--- config.mk ---
export PLATFORM = sky130hd
export DESIGN_NAME = adc5g_ctrl_top
export DESIGN_NICKNAME = d
export VERILOG_FILES = /design/src/logic/adc5g_pkg.sv /design/src/logic/adc5g_apb_regs.sv /design/src/logic/adc3wire_engine.sv /design/src/logic/adc_pin_stage.sv /design/src/logic/adc5g_ctrl_top.sv
export SDC_FILE = /design/constraint.sdc
export NUM_CORES = 1
export LEC_CHECK = 0
export ABC_AREA = 1
export BUFFER_PORTS_ARGS = -buffer_cell sky130_fd_sc_hd__buf_2
export CAP_MARGIN = 15
export CORE_MARGIN = 1.5
export CORE_UTILIZATION = 53
export DETAILED_ROUTE_END_ITERATION = 7
export PLACE_DENSITY_LB_ADDON = 0.25
export RECOVER_POWER = 25
export SETUP_SLACK_MARGIN = 0.3
export SLEW_MARGIN = 0
export SYNTH_ARGS = -nofsm -noshare
export SYNTH_HDL_FRONTEND = slang
export SYNTH_HIERARCHICAL = 1
export SYNTH_SLANG_ARGS = --single-unit
--- constraint.sdc ---
create_clock -name OPB_Clk -period 3.5 [get_ports OPB_Clk]
set_input_delay 0.175 -clock OPB_Clk [delete_from_list [all_inputs] [get_ports OPB_Clk]]
set_output_delay 0.175 -clock OPB_Clk [all_outputs]
set_load 0.02 [all_outputs]
--- src/logic/adc5g_pkg.sv ---
// ======================================
// shared constants and the config word
// type for the dual ADC serial controller
// import it inside each module body
// ======================================
package adc5g_pkg;

  localparam int num_adc = 2;

  // register map, word index taken from paddr[3:2]
  localparam int reg_ctrl_idx = 0;
  localparam int reg_cfg_base = 1;  // channel n at base + n

  localparam int bus_width      = 32;
  localparam int cfg_addr_width = 8;
  localparam int cfg_data_width = 16;
  localparam int frame_bits     = 24;
  localparam int prog_bits      = $clog2(frame_bits + 1);
  localparam int cfg_write_bit  = 7;  // set means write

  // 32 bus cycles per serial bit
  localparam int sclk_div_bits    = 5;
  localparam int sclk_fall_cnt    = 0;   // sdata changes
  localparam int sclk_prerise_cnt = 15;  // sdout sampled
  localparam int sclk_midhigh_cnt = 24;  // end of frame test

  localparam int rst_cycles   = 16;
  localparam int rst_cnt_bits = $clog2(rst_cycles + 1);

  localparam int state_bits = 3;
  localparam logic [state_bits-1:0] st_idle        = 3'd0;
  localparam logic [state_bits-1:0] st_clkwait     = 3'd1;
  localparam logic [state_bits-1:0] st_addr        = 3'd2;
  localparam logic [state_bits-1:0] st_readwait    = 3'd3;
  localparam logic [state_bits-1:0] st_write       = 3'd4;
  localparam logic [state_bits-1:0] st_read        = 3'd5;
  localparam logic [state_bits-1:0] st_almost_done = 3'd6;
  localparam logic [state_bits-1:0] st_finish      = 3'd7;

  // same word seen as command on write, status on read
  typedef union packed {
    struct packed {
      logic [cfg_data_width-1:0] data;
      logic [cfg_addr_width-1:0] addr;
      logic [6:0]                zero;
      logic                      start;
    } cmd;
    struct packed {
      logic [cfg_data_width-1:0] rdata;
      logic [cfg_addr_width-1:0] addr;
      logic [6:0]                zero;
      logic                      done;
    } stat;
  } cfg_word_u;

endpackage

--- src/logic/adc5g_apb_regs.sv ---
// ======================================
// APB register block for the ADC controller
// word 0 is control (reset requests),
// words 1..num_adc are per channel config;
// a busy channel holds pready low
// ======================================
`timescale 1ns/1ps

module adc5g_apb_regs (
  input  logic                                                         OPB_Clk,
  input  logic                                                         rst_n,
  input  logic                                                         psel,
  input  logic                                                         penable,
  input  logic                                                         pwrite,
  input  logic [3:0]                                                   paddr,
  input  logic [adc5g_pkg::bus_width-1:0]                              pwdata,
  input  logic [3:0]                                                   pstrb,
  output logic [adc5g_pkg::bus_width-1:0]                              prdata,
  output logic                                                         pready,
  input  logic [adc5g_pkg::num_adc-1:0]                                done,
  input  logic [adc5g_pkg::num_adc-1:0][adc5g_pkg::cfg_data_width-1:0] read_data,
  output logic [adc5g_pkg::num_adc-1:0]                                start,
  output logic [adc5g_pkg::num_adc-1:0]                                reset_req,
  output logic [adc5g_pkg::num_adc-1:0][adc5g_pkg::cfg_addr_width-1:0] cmd_addr,
  output logic [adc5g_pkg::num_adc-1:0][adc5g_pkg::cfg_data_width-1:0] cmd_data
);
  import adc5g_pkg::*;

  logic [1:0]         word_idx;
  logic               access;
  logic               wr_accept;
  logic               ctrl_hit;
  logic [num_adc-1:0] cfg_hit;
  logic               cfg_busy;
  cfg_word_u          wr_word;
  cfg_word_u          rd_word;

  assign word_idx  = paddr[3:2];
  assign access    = psel & penable;
  assign ctrl_hit  = (int'(word_idx) == reg_ctrl_idx);
  assign wr_word   = pwdata;

  // channel decode and status word
  always_comb begin
    cfg_busy = 1'b0;
    rd_word  = '0;
    for (int n = 0; n < num_adc; n++) begin
      cfg_hit[n] = (int'(word_idx) == reg_cfg_base + n);
      if (cfg_hit[n]) begin
        cfg_busy           = ~done[n];
        rd_word.stat.rdata = read_data[n];
        rd_word.stat.addr  = cmd_addr[n];
        rd_word.stat.done  = done[n];
      end
    end
  end

  // wait states only while the addressed channel is busy
  assign pready    = access & ~cfg_busy;
  assign wr_accept = pready & pwrite;
  assign prdata    = rd_word;  // zero for control and unused words

  always_ff @(posedge OPB_Clk) begin
    if (!rst_n) begin
      start     <= '0;
      reset_req <= '0;
      cmd_addr  <= '0;
      cmd_data  <= '0;
    end else begin
      start     <= '0;  // single cycle pulses
      reset_req <= '0;
      if (wr_accept && ctrl_hit && pstrb[0]) begin
        reset_req <= pwdata[num_adc-1:0];
      end
      for (int n = 0; n < num_adc; n++) begin
        if (wr_accept && cfg_hit[n]) begin
          if (pstrb[0]) begin
            start[n] <= wr_word.cmd.start;
          end
          if (pstrb[1]) begin
            cmd_addr[n] <= wr_word.cmd.addr;
          end
          if (pstrb[2]) begin
            cmd_data[n][7:0] <= wr_word.cmd.data[7:0];
          end
          if (pstrb[3]) begin
            cmd_data[n][15:8] <= wr_word.cmd.data[15:8];
          end
        end
      end
    end
  end

endmodule

--- src/logic/adc3wire_engine.sv ---
// ======================================
// 3-wire serial port engine for one ADC
// runs a 24 bit write or an 8 bit address
// plus 16 bit read frame per start pulse,
// and stretches reset requests to a pulse
// ======================================
`timescale 1ns/1ps

module adc3wire_engine (
  input  logic                                OPB_Clk,
  input  logic                                rst_n,
  input  logic                                start,
  input  logic                                reset_req,
  input  logic [adc5g_pkg::cfg_addr_width-1:0] cmd_addr,
  input  logic [adc5g_pkg::cfg_data_width-1:0] cmd_data,
  input  logic                                sdout,
  output logic                                done,
  output logic [adc5g_pkg::cfg_data_width-1:0] read_data,
  output logic                                sclk,
  output logic                                sdata,
  output logic                                modepin,
  output logic                                adc_reset
);
  import adc5g_pkg::*;

  logic [state_bits-1:0]     state;
  logic [sclk_div_bits-1:0]  div_cnt;
  logic                      sclk_fall;
  logic                      sclk_prerise;
  logic                      sclk_midhigh;
  logic [frame_bits-1:0]     out_shift;
  logic [cfg_data_width-1:0] in_shift;
  logic [prog_bits-1:0]      bit_cnt;
  logic                      writing;
  logic [rst_cnt_bits-1:0]   rst_cnt;

  // serial clock divider, parked at zero when idle
  always_ff @(posedge OPB_Clk) begin
    if (!rst_n) begin
      div_cnt <= '0;
    end else if (state == st_idle) begin
      div_cnt <= '0;
    end else begin
      div_cnt <= div_cnt + 1'b1;
    end
  end

  assign sclk_fall    = (div_cnt == sclk_div_bits'(sclk_fall_cnt));
  assign sclk_prerise = (div_cnt == sclk_div_bits'(sclk_prerise_cnt));
  assign sclk_midhigh = (div_cnt == sclk_div_bits'(sclk_midhigh_cnt));

  always_ff @(posedge OPB_Clk) begin
    if (!rst_n) begin
      state     <= st_idle;
      writing   <= 1'b0;
      bit_cnt   <= '0;
      out_shift <= '0;
      read_data <= '0;
    end else begin
      case (state)
        st_idle: begin
          if (start) begin
            state     <= st_clkwait;
            writing   <= cmd_addr[cfg_write_bit];
            out_shift <= {cmd_addr, cmd_data};
          end
        end
        st_clkwait: begin
          if (sclk_fall) begin
            state   <= st_addr;
            bit_cnt <= '0;
          end
        end
        st_addr: begin
          if (sclk_fall) begin
            out_shift <= out_shift << 1;
            bit_cnt   <= bit_cnt + 1'b1;
            if (bit_cnt == prog_bits'(cfg_addr_width - 1)) begin
              state <= writing ? st_write : st_readwait;
            end
          end
        end
        st_readwait: begin  // one period with sclk low
          if (sclk_fall) begin
            state   <= st_read;
            bit_cnt <= '0;
          end
        end
        st_write: begin
          if (sclk_fall) begin
            out_shift <= out_shift << 1;
            bit_cnt   <= bit_cnt + 1'b1;
          end
          if (sclk_midhigh && bit_cnt == prog_bits'(frame_bits - 1)) begin
            state <= st_almost_done;
          end
        end
        st_read: begin
          if (sclk_prerise) begin
            bit_cnt <= bit_cnt + 1'b1;
          end
          if (sclk_midhigh && bit_cnt == prog_bits'(cfg_data_width)) begin
            state <= st_almost_done;
          end
        end
        st_almost_done: begin
          if (sclk_prerise) begin
            state <= st_finish;
          end
        end
        st_finish: begin
          if (sclk_fall) begin
            state <= st_idle;
            if (!writing) begin
              read_data <= in_shift;
            end
          end
        end
        default: begin
          state <= st_idle;
        end
      endcase
    end
  end

  // sample just before the rising edge
  always_ff @(posedge OPB_Clk) begin
    if (state == st_read && sclk_prerise) begin
      in_shift <= {in_shift[cfg_data_width-2:0], sdout};
    end
  end

  // reset pulse stretcher, a new request restarts it
  always_ff @(posedge OPB_Clk) begin
    if (!rst_n) begin
      rst_cnt <= '0;
    end else if (reset_req) begin
      rst_cnt <= rst_cnt_bits'(rst_cycles);
    end else if (rst_cnt != '0) begin
      rst_cnt <= rst_cnt - 1'b1;
    end
  end

  assign done      = (state == st_idle);
  assign sdata     = out_shift[frame_bits-1];  // msb first
  assign sclk      = div_cnt[sclk_div_bits-1] && state != st_readwait && state != st_finish;
  assign modepin   = !(state == st_addr || state == st_write ||
                       state == st_readwait || state == st_read);
  assign adc_reset = (rst_cnt != '0);

endmodule

--- src/logic/adc_pin_stage.sv ---
// ======================================
// output flops for every ADC pin, so the
// pins stay glitch free and map to IOBs
// ======================================
`timescale 1ns/1ps

module adc_pin_stage (
  input  logic                          OPB_Clk,
  input  logic                          rst_n,
  input  logic [adc5g_pkg::num_adc-1:0] eng_sclk,
  input  logic [adc5g_pkg::num_adc-1:0] eng_sdata,
  input  logic [adc5g_pkg::num_adc-1:0] eng_modepin,
  input  logic [adc5g_pkg::num_adc-1:0] eng_reset,
  output logic [adc5g_pkg::num_adc-1:0] adc_sclk,
  output logic [adc5g_pkg::num_adc-1:0] adc_sdata,
  output logic [adc5g_pkg::num_adc-1:0] adc_modepin,
  output logic [adc5g_pkg::num_adc-1:0] adc_reset
);
  import adc5g_pkg::*;

  always_ff @(posedge OPB_Clk) begin
    if (!rst_n) begin
      adc_sclk    <= '0;
      adc_sdata   <= '0;
      adc_modepin <= {num_adc{1'b1}};  // serial port deselected
      adc_reset   <= '0;
    end else begin
      adc_sclk    <= eng_sclk;
      adc_sdata   <= eng_sdata;
      adc_modepin <= eng_modepin;
      adc_reset   <= eng_reset;
    end
  end

endmodule

--- src/logic/adc5g_ctrl_top.sv ---
// ======================================
// dual ADC controller top level
// APB register block feeding one serial
// engine per ADC, then the pin flops
// ======================================
`timescale 1ns/1ps

module adc5g_ctrl_top (
  input  logic                            OPB_Clk,
  input  logic                            rst_n,
  input  logic                            psel,
  input  logic                            penable,
  input  logic                            pwrite,
  input  logic [3:0]                      paddr,
  input  logic [adc5g_pkg::bus_width-1:0] pwdata,
  input  logic [3:0]                      pstrb,
  output logic [adc5g_pkg::bus_width-1:0] prdata,
  output logic                            pready,
  input  logic [adc5g_pkg::num_adc-1:0]   adc_sdout,
  output logic [adc5g_pkg::num_adc-1:0]   adc_sclk,
  output logic [adc5g_pkg::num_adc-1:0]   adc_sdata,
  output logic [adc5g_pkg::num_adc-1:0]   adc_modepin,
  output logic [adc5g_pkg::num_adc-1:0]   adc_reset
);
  import adc5g_pkg::*;

  logic [num_adc-1:0]                     start;
  logic [num_adc-1:0]                     reset_req;
  logic [num_adc-1:0][cfg_addr_width-1:0] cmd_addr;
  logic [num_adc-1:0][cfg_data_width-1:0] cmd_data;
  logic [num_adc-1:0]                     done;
  logic [num_adc-1:0][cfg_data_width-1:0] read_data;
  logic [num_adc-1:0]                     eng_sclk;
  logic [num_adc-1:0]                     eng_sdata;
  logic [num_adc-1:0]                     eng_modepin;
  logic [num_adc-1:0]                     eng_reset;

  adc5g_apb_regs u_regs (
    .OPB_Clk   (OPB_Clk),
    .rst_n     (rst_n),
    .psel      (psel),
    .penable   (penable),
    .pwrite    (pwrite),
    .paddr     (paddr),
    .pwdata    (pwdata),
    .pstrb     (pstrb),
    .prdata    (prdata),
    .pready    (pready),
    .done      (done),
    .read_data (read_data),
    .start     (start),
    .reset_req (reset_req),
    .cmd_addr  (cmd_addr),
    .cmd_data  (cmd_data)
  );

  // one serial engine per ADC
  for (genvar n = 0; n < num_adc; n++) begin : g_eng
    adc3wire_engine u_eng (
      .OPB_Clk   (OPB_Clk),
      .rst_n     (rst_n),
      .start     (start[n]),
      .reset_req (reset_req[n]),
      .cmd_addr  (cmd_addr[n]),
      .cmd_data  (cmd_data[n]),
      .sdout     (adc_sdout[n]),
      .done      (done[n]),
      .read_data (read_data[n]),
      .sclk      (eng_sclk[n]),
      .sdata     (eng_sdata[n]),
      .modepin   (eng_modepin[n]),
      .adc_reset (eng_reset[n])
    );
  end

  adc_pin_stage u_pins (
    .OPB_Clk     (OPB_Clk),
    .rst_n       (rst_n),
    .eng_sclk    (eng_sclk),
    .eng_sdata   (eng_sdata),
    .eng_modepin (eng_modepin),
    .eng_reset   (eng_reset),
    .adc_sclk    (adc_sclk),
    .adc_sdata   (adc_sdata),
    .adc_modepin (adc_modepin),
    .adc_reset   (adc_reset)
  );

endmodule

# Word-level counts from Yosys, hierarchy flattened
# Cells that the tools add are included.
# totals
reg_bits	210
inputBits	47
out_inout_bits	41
wordCells	209
# classes
n_addsub	6
n_eq_ne	54
muxes	47
n_bitwise	9
reduce_logical	62
# ops
cell	count
24-bit 2-to-1 mux	6
24-bit case mux with 2 select lines	2
3-bit 2-to-1 mux	20
5-bit 2-to-1 mux	10
3-bit case mux with 8 select lines	2
2-bit by 1-bit inequality test with 1-bit output (second input constant)	22
5-bit == test (second input constant)	6
5-bit case mux with 3 select lines	2
3-bit == test (second input constant)	8
2-bit AND reduction	11
5-bit by 1-bit adder with 5-bit output (second input constant)	4
9-bit AND reduction	2
2-bit OR reduction	8
1-bit logical AND	14
3-bit by 2-bit == test with 1-bit output (second input constant)	4
3-bit AND reduction	4
5-bit by 3-bit == test with 1-bit output (second input constant)	2
5-bit by 4-bit == test with 1-bit output (second input constant)	2
5-bit logical NOT	2
5-bit nonzero test	2
5-bit by 1-bit subtractor with 5-bit output (second input constant)	2
4-bit AND reduction	2
2-bit nonzero test	4
3-bit by 1-bit == test with 1-bit output (second input constant)	2
other kinds (12)	35

# Logic depth before layout (Yosys ltp)
# Gate-level depths: netlist of the first run.
# logic_depth
depth_word	10
mapped_depth	13
ltp_nobuf	12

# By module
# The synthesis of the first run kept the hierarchy.
# by_module_without_submodules
module	instances	cells_each	area_each_um2	seq_area_each_um2
adc3wire_engine at g_eng[0].u_eng	1	439	3379.5	1661.6
adc3wire_engine at g_eng[1].u_eng	1	442	3345.7	1661.6
adc5g_apb_regs	1	456	2871.5	1041.0
adc_pin_stage	1	25	225.2	160.2

# Least setup slack after synthesis of the first run
# Ideal clock, no wire load.
# synth_timing
path_type	register to register
start	register g_eng[1].u_eng.div_cnt[0]
end	register g_eng[1].u_eng.in_shift[0], enable pin
setup_time_ps	413
arrival_ps	2084
required_time_ps	3087
slack_ps	1004
path_stages_with_launch	6
n_path_buf	0
period_less_slack_ps	2496
cell_sequence	dfxtp_1 > ha_1 > nand2_1 > nor2_1 > ha_1 > nor3b_1
# synth_via
elab_chain_cells	2
# synth_rtl
element	line_no	rtl
start: declaration	adc3wire_engine.sv:27	logic [sclk_div_bits-1:0] div_cnt;
start signal: assignment	adc3wire_engine.sv:44	div_cnt <= div_cnt + 1'b1;
5-bit by 4-bit == test with 1-bit output	adc3wire_engine.sv:49	assign sclk_prerise = (div_cnt == sclk_div_bits'(sclk_prerise_cnt));
1-bit logical AND	adc3wire_engine.sv:128	if (state == st_read && sclk_prerise) begin
end signal: assignment	adc3wire_engine.sv:129	in_shift <= {in_shift[cfg_data_width-2:0], sdout};
end: declaration	adc3wire_engine.sv:32	logic [cfg_data_width-1:0] in_shift;
# No other way between the ends.
# A chain may end at the register's enable or synchronous reset.

# Final worst setup path of the first run
# layout_timing
start	register g_eng[1].u_eng.state[2]
end	register u_regs/reset_req[1] (netlist bit)
# layout_via
elab_chain_cells	9
# layout_rtl
element	line_no	rtl
start: declaration	adc3wire_engine.sv:26	logic [state_bits-1:0] state;
start signal: assignment	adc3wire_engine.sv:54	state <= st_idle;
start signal: assignment	adc3wire_engine.sv:63	state <= st_clkwait;
start signal: assignment	adc3wire_engine.sv:70	state <= st_addr;
3-bit logical NOT	adc3wire_engine.sv:144	assign done = (state == st_idle);
via done[1]	adc5g_ctrl_top.sv:31	logic [num_adc-1:0] done;
1-bit NOT	adc5g_apb_regs.sv:50	cfg_busy = ~done[n];
1-bit 2-to-1 mux	adc5g_apb_regs.sv:49	if (cfg_hit[n]) begin
1-bit NOT	adc5g_apb_regs.sv:59	assign pready = access & ~cfg_busy;
1-bit bitwise AND	adc5g_apb_regs.sv:59	
1-bit bitwise AND	adc5g_apb_regs.sv:60	assign wr_accept = pready & pwrite;
1-bit logical AND (2 in a row)	adc5g_apb_regs.sv:72	if (wr_accept && ctrl_hit && pstrb[0]) begin
2-bit AND reduction (no line)	-	
end signal: assignment	adc5g_apb_regs.sv:73	reset_req <= pwdata[num_adc-1:0];
end: declaration	adc5g_apb_regs.sv:23	output logic [adc5g_pkg::num_adc-1:0] reset_req,
# The timed path passes the listed nets, and every way through them passes these cells.

==> reports/qor.yml, run 1 <==
timing:
  fmax_mhz: 377
  fin_skew_ps: 6.04
  finalHoldViolCount: 0
  setup_viol: 0
  worstMarginPinSlew_ps: 2460
  finalCritPeriodShare_pct: 75.9
  fin_crit_ps: 2660
  setup-tns-final_ps: 0
  relSlewSlack_pct: -64.1
  slew_violations: 63
  fin_ws_ps: 845
  grt_setup_unrepaired: "no"
  whs_ps: 23.8
critical_path:
  crit_fanout: 49
  path_class: "reg -> reg"
  cp.arrival_ps: 3100
  r2r_slack_ps: 840
  cp-end-kind: "flip-flop"
  rr_worst_depth: 11
  rr_endpoint: "u_regs/reset_req[1]"
  r2r-start: "g_eng[1].u_eng/state[2]"
  worstSetupStartpointType: "flip-flop"
  cp.required_ps: 3940
global_routing:
  antenna_found_initial: 0
  grt_use_total_pct: 22.2
  grt_max_degree: 63
  grt_pass1_vias: 7817
  grt_pass1_wl_um: 36000
  overflow: 0
synth:
  avgSynthCellArea_um2: 7.21
  syn_inst: 1362
  synth.cell_area_um2: 9820
  ys_seq_area_share_pct: 46.1
  ys_seq_elements: 210
  yosys_most_used_dff: "dfxtp_1"
  synth.distinct_cells: 37
  yosysWarnings: 6
  ys_async_sr_fraction_pct: 0
  synth_edf_count: 32
routing:
  drt_iter0_drc: 536
  finalWirelength_um: 21100
  wire_per_inst_um: 12.8
  vias: 8409
  ant_nets: 0
  drc: 13
  drt_first_pass_iters: 8
  vias_per_cell: 5.11
pwr:
  power.total_mw: 6.97
  ir_worst_vdd_uv: 312
  p_per_area_nw_per_um2: 642
  p_leak_nw: 4.84
cts:
  clockBufferDepth: 3
  cts-buffers-inserted: 23
  clkLatencyLatePin_ps: 500
  ctsHoldBuffers: 5
  clkSlewWorstSetupHoldPaths_ps: 60
  htree_levels: 1
  cts_tree: "yes"
  cts_resized: 0
  cts_num_sinks: 210
  post-cts-setup-buffer-count: 0
  cts-root-buf: "clkbuf_16"
finish:
  drive_gt1_share_pct: 9.31
  nets: 1462
  antenna_cells: 0
  final_common_cell: "nand2_1"
  utilization_pct: 60.1
  final_cell_mix: "nand2_1 (270), nor2_1 (241), inv_1 (210)"
  layout.cells.non_filler: 1647
  design_area_um2: 10900
  area_growth_syn_to_layout_pct: 10.6
place:
  dpl_cell_area_um2: 10200
  place_hpwl_um: 14400
  placedCellCount: 1602
  port-buffer-count: 72
  dpl_worst_slack_ps: 1010
  place_congestion: 0.888
die:
  die_w_um: 139
  coreArea_um2: 18100
  fp.dieH_um: 139
  start_util_pct: 54.3
  dieArea_um2: 19400
  rows: 49
  pin_count: 88
run_status:
  outcome: "finished, violations left"
  failed_checks: "DRC, capacitance limit, slew limit"
job:
  max_cap_violations: 1
worst_hold_path:
  hp-class: "in -> reg"
  min-delay-start: "pwdata[24]"
  hold_depth: 5
  holdPathEnd: "u_regs/cmd_data[8]"
-- flip-flops by register name, summed over array words and instances, names as in the netlist --
signal / flops
g_eng.u_eng/out_shift: 48
g_eng.u_eng/read_data: 32
g_eng.u_eng/div_cnt: 10
g_eng.u_eng/rst_cnt: 10
u_regs/cmd_data: 32
g_eng.u_eng/bit_cnt: 10
u_pins/adc_reset: 2
g_eng.u_eng/writing: 2
u_regs/reset_req: 2
u_regs/start: 2
u_regs/cmd_addr: 16
g_eng.u_eng/in_shift: 32
u_pins/adc_sdata: 2
g_eng.u_eng/state: 6
u_pins/adc_sclk: 2
u_pins/adc_modepin: 2
-- layout make-up --
cell class                 instances  area, um2
clock buffer                      36        674
fill                            1711       7220
sequential                       210       4520
multi-input combinational        860       4050
inverter                         222        836
tap                              229        287
timing repair buffer              86        478
clock inverter                     4       22.5
-- routing by layer --
metal  vias up  GRT usage (%)  wire length [um]
met5         -              0                 0
met4         0           6.38               471
met3        32           3.38              1250
met2       185           37.8              9780
met1      3801           29.5              9620
li1       4391              -                 -
-- power breakdown --
part	switching (mW)	leakage [nW]	internal, mW
sequential	0.158	1.73	2.70
clock	0.925	0.341	1.31
combinational	1.31	2.76	0.565
-- Yosys cell counts (all sizes together) (32+ instances only) --
master	instances	area (um2)
nand2	274	1060
nor2	245	937
inv	217	815
dfxtp	178	3560
o21ai	91	470
nand4	57	357
buf	43	305
nand3	41	220
nor3	40	223
nor4	34	213
clkbuf	33	124
edfxtp	32	961
-- cell families (layout without fill, tap and decap cells) --
group                    count (synthesis)  count (layout)  synth area share, %
XOR/XNOR                                 2               2                0.178
adder cells (fa/ha/maj)                 12              12                 1.53
flip-flops                             210             210                 46.1
AND/OR/NAND/NOR                        698             698                 31.1
other                                    1               7               0.0382
buffers and inverters                  298             348                 12.9
AO/OA/AOI/OAI                          141             141                 8.23
-- worst max-delay path: stages, from the launching register on --
cell and delay [ps]:
dfxtp_1 420, inv_1 210, nand2_1 180, inv_1 120, inv_1 70, nand3_1 100, nand3_1 130, nor2_2 110
buf_4 400, nand4_1 180, nor2_1 120, dlygate4sd3_1 550
-- how the worst max path moves through the flow --
stage / end / start / cells past startpoint
6_report: u_regs/reset_req[1] / g_eng[1].u_eng/state[2] / 11
5_1_grt: u_regs/reset_req[1] / g_eng[1].u_eng/state[2] / 11
4_1_cts: u_regs/reset_req[1] / g_eng[0].u_eng/state[0] / 11
3_5_place_dp: g_eng[1].u_eng/out_shift[1] / g_eng[1].u_eng/state[2] / 7
3_3_place_gp: g_eng[1].u_eng/out_shift[7] / g_eng[1].u_eng/state[2] / 7
2_1_floorplan: g_eng[1].u_eng/in_shift[0] / g_eng[1].u_eng/div_cnt[0] / 5
Note: power is estimated with default switching activity, not from simulation.
==> inputs of run 2 (changes only) <==
Clock period 3.5 ns to 2.5 ns, I/O delays scaled along.
==> run 2 against run 1 <==
  * Hold slack worse by 25 ps
  * Sequential power up 41%
  * Final area up 4.2%
  * Count of clock-buffer cells in the layout down 1
  * Register-to-register slack worse by 340 ps
  * Cell count up 2.4%
  * Power up 48%
  * Global-route usage up 0.63 points
  * Sequential share of layout area down 1.7 points
  * The flow finishes with violations (DRC, hold timing)
  * Largest power group unchanged
  * Critical endpoint is now pready
==> reports/qor.yml, run 2 (same netlist as run 1, synthesis figures left out) <==
die:
  die_w_um: 139
  dieArea_um2: 19400
  fp.dieH_um: 139
  pin_count: 88
  coreArea_um2: 18100
  rows: 49
  start_util_pct: 54.3
place:
  port-buffer-count: 72
  placedCellCount: 1612
  place_congestion: 0.859
  place_hpwl_um: 14700
global_routing:
  grt_max_degree: 64
  antenna_found_initial: 0
  overflow: 0
  grt_pass1_vias: 8017
  grt_use_total_pct: 22.9
  grt_pass1_wl_um: 37100
pwr:
  sequentialPowerShare_pct: 39.0
  p_leak_nw: 5.06
  swShare_pct: 33.4
  internal_power_mw: 6.86
  p_per_area_nw_per_um2: 910
  power_frac_clock_pct: 34.0
  p_comb_share_pct: 27.0
  power_switching_mw: 3.44
  ir_worst_vdd_uv: 469
finish:
  nets: 1501
  final_cell_mix: "nand2_1 (267), nor2_1 (239), inv_1 (208)"
  fillCellCount: 1608
  area_growth_syn_to_layout_pct: 15.3
  antenna_cells: 0
  top_register: "g_eng.u_eng/out_shift"
  final_common_cell: "nand2_1"
  multi_input_area_um2: 4060
  seq_area_um2: 4530
  largest_register_ffs: 48
  drive_gt1_share_pct: 11.2
  layout.cells.non_filler: 1687
timing:
  fmax_mhz: 473
  setup_viol: 0
  slew_violations: 0
  worstMarginPinSlew_ps: 1130
  relSlewSlack_pct: 24.7
  finalHoldViolCount: 1
  fin_skew_ps: 7.70
  whs_ps: -0.865
  finalCritPeriodShare_pct: 84.6
  setup-tns-final_ps: 0
  grt_setup_unrepaired: "no"
  fin_crit_ps: 2110
routing:
  vias_per_cell: 5.09
  vias: 8590
  drt_first_pass_iters: 7
  wire_per_inst_um: 13.2
  finalWirelength_um: 22300
  drt_iter0_drc: 515
  ant_nets: 0
  drc: 11
cts:
  cts_num_sinks: 210
  cts-root-buf: "clkbuf_16"
  cts_tree: "yes"
  cts-buffers-inserted: 22
  clockBufferDepth: 3
  clkLatencyLatePin_ps: 500
  clkSlewWorstSetupHoldPaths_ps: 60
  htree_levels: 1
critical_path:
  path_class: "reg -> out"
  worstSetupStartpointType: "flip-flop"
  crit_fanout: 7
  cp-end-kind: "output port"
  cp.arrival_ps: 1990
  cp.required_ps: 2380
worst_hold_path:
  hp-class: "in -> reg"
run_status:
  outcome: "finished, violations left"
  failed_checks: "DRC, hold timing"
job:
  max_cap_violations: 0
==> run 2: cell types whose count changed in the layout (fill, tap and decap cells not counted), sizes merged <==
cell	delta
buf	+19
bufinv	+3
clkinv	-1
clkinvlp	-1
dlygate4sd3	+20
==> run 2: what timing repair did <==
item | in CTS | in global routing
setup endpoints to repair | 1 | 49
gates resized for setup | 1 | 6
hold buffers | 25 | 0
hold endpoints to repair | 30 | 0
pin swaps | 1 | 0
buffers inserted | 3 | 7
==> run 2: layer usage <==
metal | wire length [um] | track usage, % | up-vias
met5 | 0 | 0 | -
met4 | 545 | 6.77 | 0
met3 | 1060 | 3.35 | 39
met2 | 10600 | 39.7 | 193
met1 | 10100 | 29.6 | 3896
li1 | - | - | 4462
==> run 2: worst paths after layout <==
| check | startpoint | end | slack (ps) | depth (start not counted) |
|---|---|---|---|---|
| worst max-delay path | g_eng[0].u_eng/state[0] | pready | 390 | 8 |
| worst min-delay path | pwdata[12] | u_regs/cmd_addr[12] | -0.9 | 5 |
| worst max register to register | g_eng[0].u_eng/state[0] | u_regs/cmd_data[25] | 500 | 11 |
| worst min register to register | g_eng[1].u_eng/out_shift[23] | u_pins/adc_sdata[1] | 440 | 2 |
==> run 2: worst max-delay path: stages, from the launching register on <==
cell and delay, ps:
dfxtp_1 410, nor2_2 190, nand2_2 120, inv_1 120
inv_1 70, nand3_2 80, nand2_1 80, nor2_4 200
buf_2 210
==> run 2: final cells by class <==
class | count | share of cell area (%)
Inverter | 222 | 7.38
Tap cell | 229 | 2.53
Clock inverter | 5 | 0.884
Clock buffer | 35 | 6.11
Sequential cell | 210 | 40.0
Timing Repair Buffer | 126 | 7.28
Multi-Input combinational cell | 860 | 35.9
==> run 2: power by group through the flow <==
| stage | clock, mW | combinational [mW] | sequential, mW |
|---|---|---|---|
| floorplan | 0 | 2.29 | 4.05 |
| global placement | 0 | 2.65 | 4.07 |
| detailed placement | 0 | 2.69 | 4.08 |
| CTS | 3.57 | 2.77 | 4.01 |
| global route | 3.70 | 3.18 | 4.06 |
| finish | 3.51 | 2.78 | 4.02 |
==> run 2: stage by stage <==
stage          area, um2  utilization, %  power (mW)  worst slack [ps]  hold slack (ps)
2_1_floorplan       9850               -        6.33               550              224
3_3_place_gp       10200            56.6        6.72               465              310
3_5_place_dp       10200            56.6        6.77               409              308
4_1_cts            11300            62.4        10.3               321            0.829
5_1_grt            11300            62.6        10.9               239             26.6
6_report           11300            62.6        10.3               386           -0.865
==> inputs of run 3 (changes only) <==
Clock period 2.5 ns to 2.2 ns, I/O delays scaled along.
==> run 3 against run 2 <==
  * The flow finishes with violations (DRC)
  * Core utilization up 0.79 points
  * Count of clock-buffer cells in the layout unchanged
  * Via count up 2.1%
  * Flip-flop and latch count unchanged
  * Cell count up 0.95%
  * Combinational power up 23%
  * Power up 13%
  * Critical endpoint is now prdata[17]
  * Largest power group unchanged
  * Highest routed layer unchanged
==> reports/qor.yml, run 3 (same netlist as run 1, synthesis figures left out) <==
finish:
  layout.cells.non_filler: 1703
  design_area_um2: 11500
  largest_register_ffs: 48
  final_common_cell: "nand2_1"
  drive_gt1_share_pct: 12.4
  top_register: "g_eng.u_eng/out_shift"
  utilization_pct: 63.4
  final_cell_mix: "nand2_1 (266), nor2_1 (240), inv_1 (204)"
  nets: 1517
  area_growth_syn_to_layout_pct: 16.8
cts:
  cts_num_sinks: 210
  clkLatencyLatePin_ps: 500
  clockBufferDepth: 3
  htree_levels: 1
  cts-buffers-inserted: 22
  cts_tree: "yes"
  clkSlewWorstSetupHoldPaths_ps: 60
  cts-root-buf: "clkbuf_16"
global_routing:
  grt_use_total_pct: 23.0
  overflow: 0
  grt_max_degree: 64
  grt_pass1_wl_um: 37300
  antenna_found_initial: 0
  grt_pass1_vias: 8226
routing:
  drt_first_pass_iters: 7
  vias_per_cell: 5.15
  ant_nets: 0
  drc: 22
  wl_met2_um: 11000
  finalWirelength_um: 22600
  dr.max_layer_used: "met4"
  drt_iter0_drc: 564
  vias: 8768
  wl_met1_um: 9780
  wire_per_inst_um: 13.2
  met3WireLength_um: 1280
critical_path:
  path_class: "in -> out"
  path_common_cell: "buf_2"
  cpMaxStageDelayCell: "nor2_1"
  cp.required_ps: 2090
  crit_chain: "buf_2 > inv_1 > nor2_1 > clkbuf_2 > a22o_1 > buf_2"
  worstSetupStartpointType: "input port"
  cp-end-kind: "output port"
  crit_fanout: 16
  worst_path_largest_cell_delay_ps: 620
  cp.arrival_ps: 1830
timing:
  fin_ws_ps: 262
  finalCritPeriodShare_pct: 88.1
  finalHoldViolCount: 0
  worstMarginPinSlew_ps: 944
  grt_setup_unrepaired: "no"
  whs_ps: 14.3
  relSlewSlack_pct: 37.0
  fin_skew_ps: 13.3
  fin_crit_ps: 1940
  slew_violations: 0
  fmax_mhz: 516
  setup-tns-final_ps: 0
  setup_viol: 0
pwr:
  p_comb_share_pct: 29.4
  p_leak_nw: 5.13
  internal_power_mw: 7.66
  power.total_mw: 11.6
  power_switching_mw: 3.95
  power_frac_clock_pct: 31.4
  ir_worst_vdd_uv: 542
  p_per_area_nw_per_um2: 1010
  swShare_pct: 34.0
  sequentialPowerShare_pct: 39.2
job:
  max_cap_violations: 0
place:
  place_hpwl_um: 15000
  dpl_cell_area_um2: 10300
  place_congestion: 0.875
  placedCellCount: 1619
  port-buffer-count: 72
  dpl_worst_slack_ps: 122
die:
  dieArea_um2: 19400
  coreArea_um2: 18100
  fp.dieH_um: 139
  start_util_pct: 54.3
  rows: 49
  pin_count: 88
  die_w_um: 139
run_status:
  failed_checks: "DRC"
  outcome: "finished, violations left"
worst_hold_path:
  hp-class: "in -> reg"
## run 3: cell count changes in the layout (fill, tap and decap cells not counted), sizes merged
cell,previous run,this run
buf,90,97
clkbuf,46,51
dlygate4sd3,25,29
bufinv,3,1
clkinv,7,8
diode,0,1
## run 3: layer usage
layer	GRT usage (%)	vias to the layer above
li1	-	4493
met1	28.9	3965
met2	41.0	271
met3	3.73	39
met4	5.88	0
met5	0	-
## run 3: path summary, 6_finish.rpt
| path | startpoint | endpoint | slack [ps] | depth (start not counted) |
|---|---|---|---|---|
| min reg2reg | g_eng[0].u_eng/div_cnt[0] | g_eng[0].u_eng/div_cnt[0] | 430 | 1 |
| max | paddr[2] | prdata[17] | 260 | 6 |
| max reg2reg | g_eng[1].u_eng/state[2] | u_regs/cmd_data[1] | 380 | 13 |
| min | pwrite | u_regs/start[0] | 10 | 3 |
## run 3: what timing repair did
action                     4_1_cts  5_1_grt
pin swaps                        3       15
hold buffers                    29        0
resized for setup               12       24
hold endpoints to repair        48        0
buffers inserted                 4       11
setup endpoints to repair       50       84
## run 3: power by group through the flow
stage / clock [mW] / sequential [mW] / combinational (mW)
floorplan: 0 / 4.60 / 2.61
global placement: 0 / 4.59 / 3.08
detailed placement: 0 / 4.61 / 3.14
CTS: 3.72 / 4.54 / 3.27
global route: 3.86 / 4.61 / 3.88
finish: 3.64 / 4.55 / 3.41
## run 3: worst max-delay path, delay by kind of cell
family / cells / cell delay (ps)
simple gates: 1 / 620
compound gates: 1 / 260
buf+inv: 4 / 850
## run 3: cell type report
cell class                 instances  area, um2
clock buffer                      35        671
timing repair buffer             142        982
tap                              229        287
antenna                            1       2.50
fill                            1587       6620
multi-input combinational        860       4100
sequential                       210       4540
inverter                         222        841
clock inverter                     4       43.8
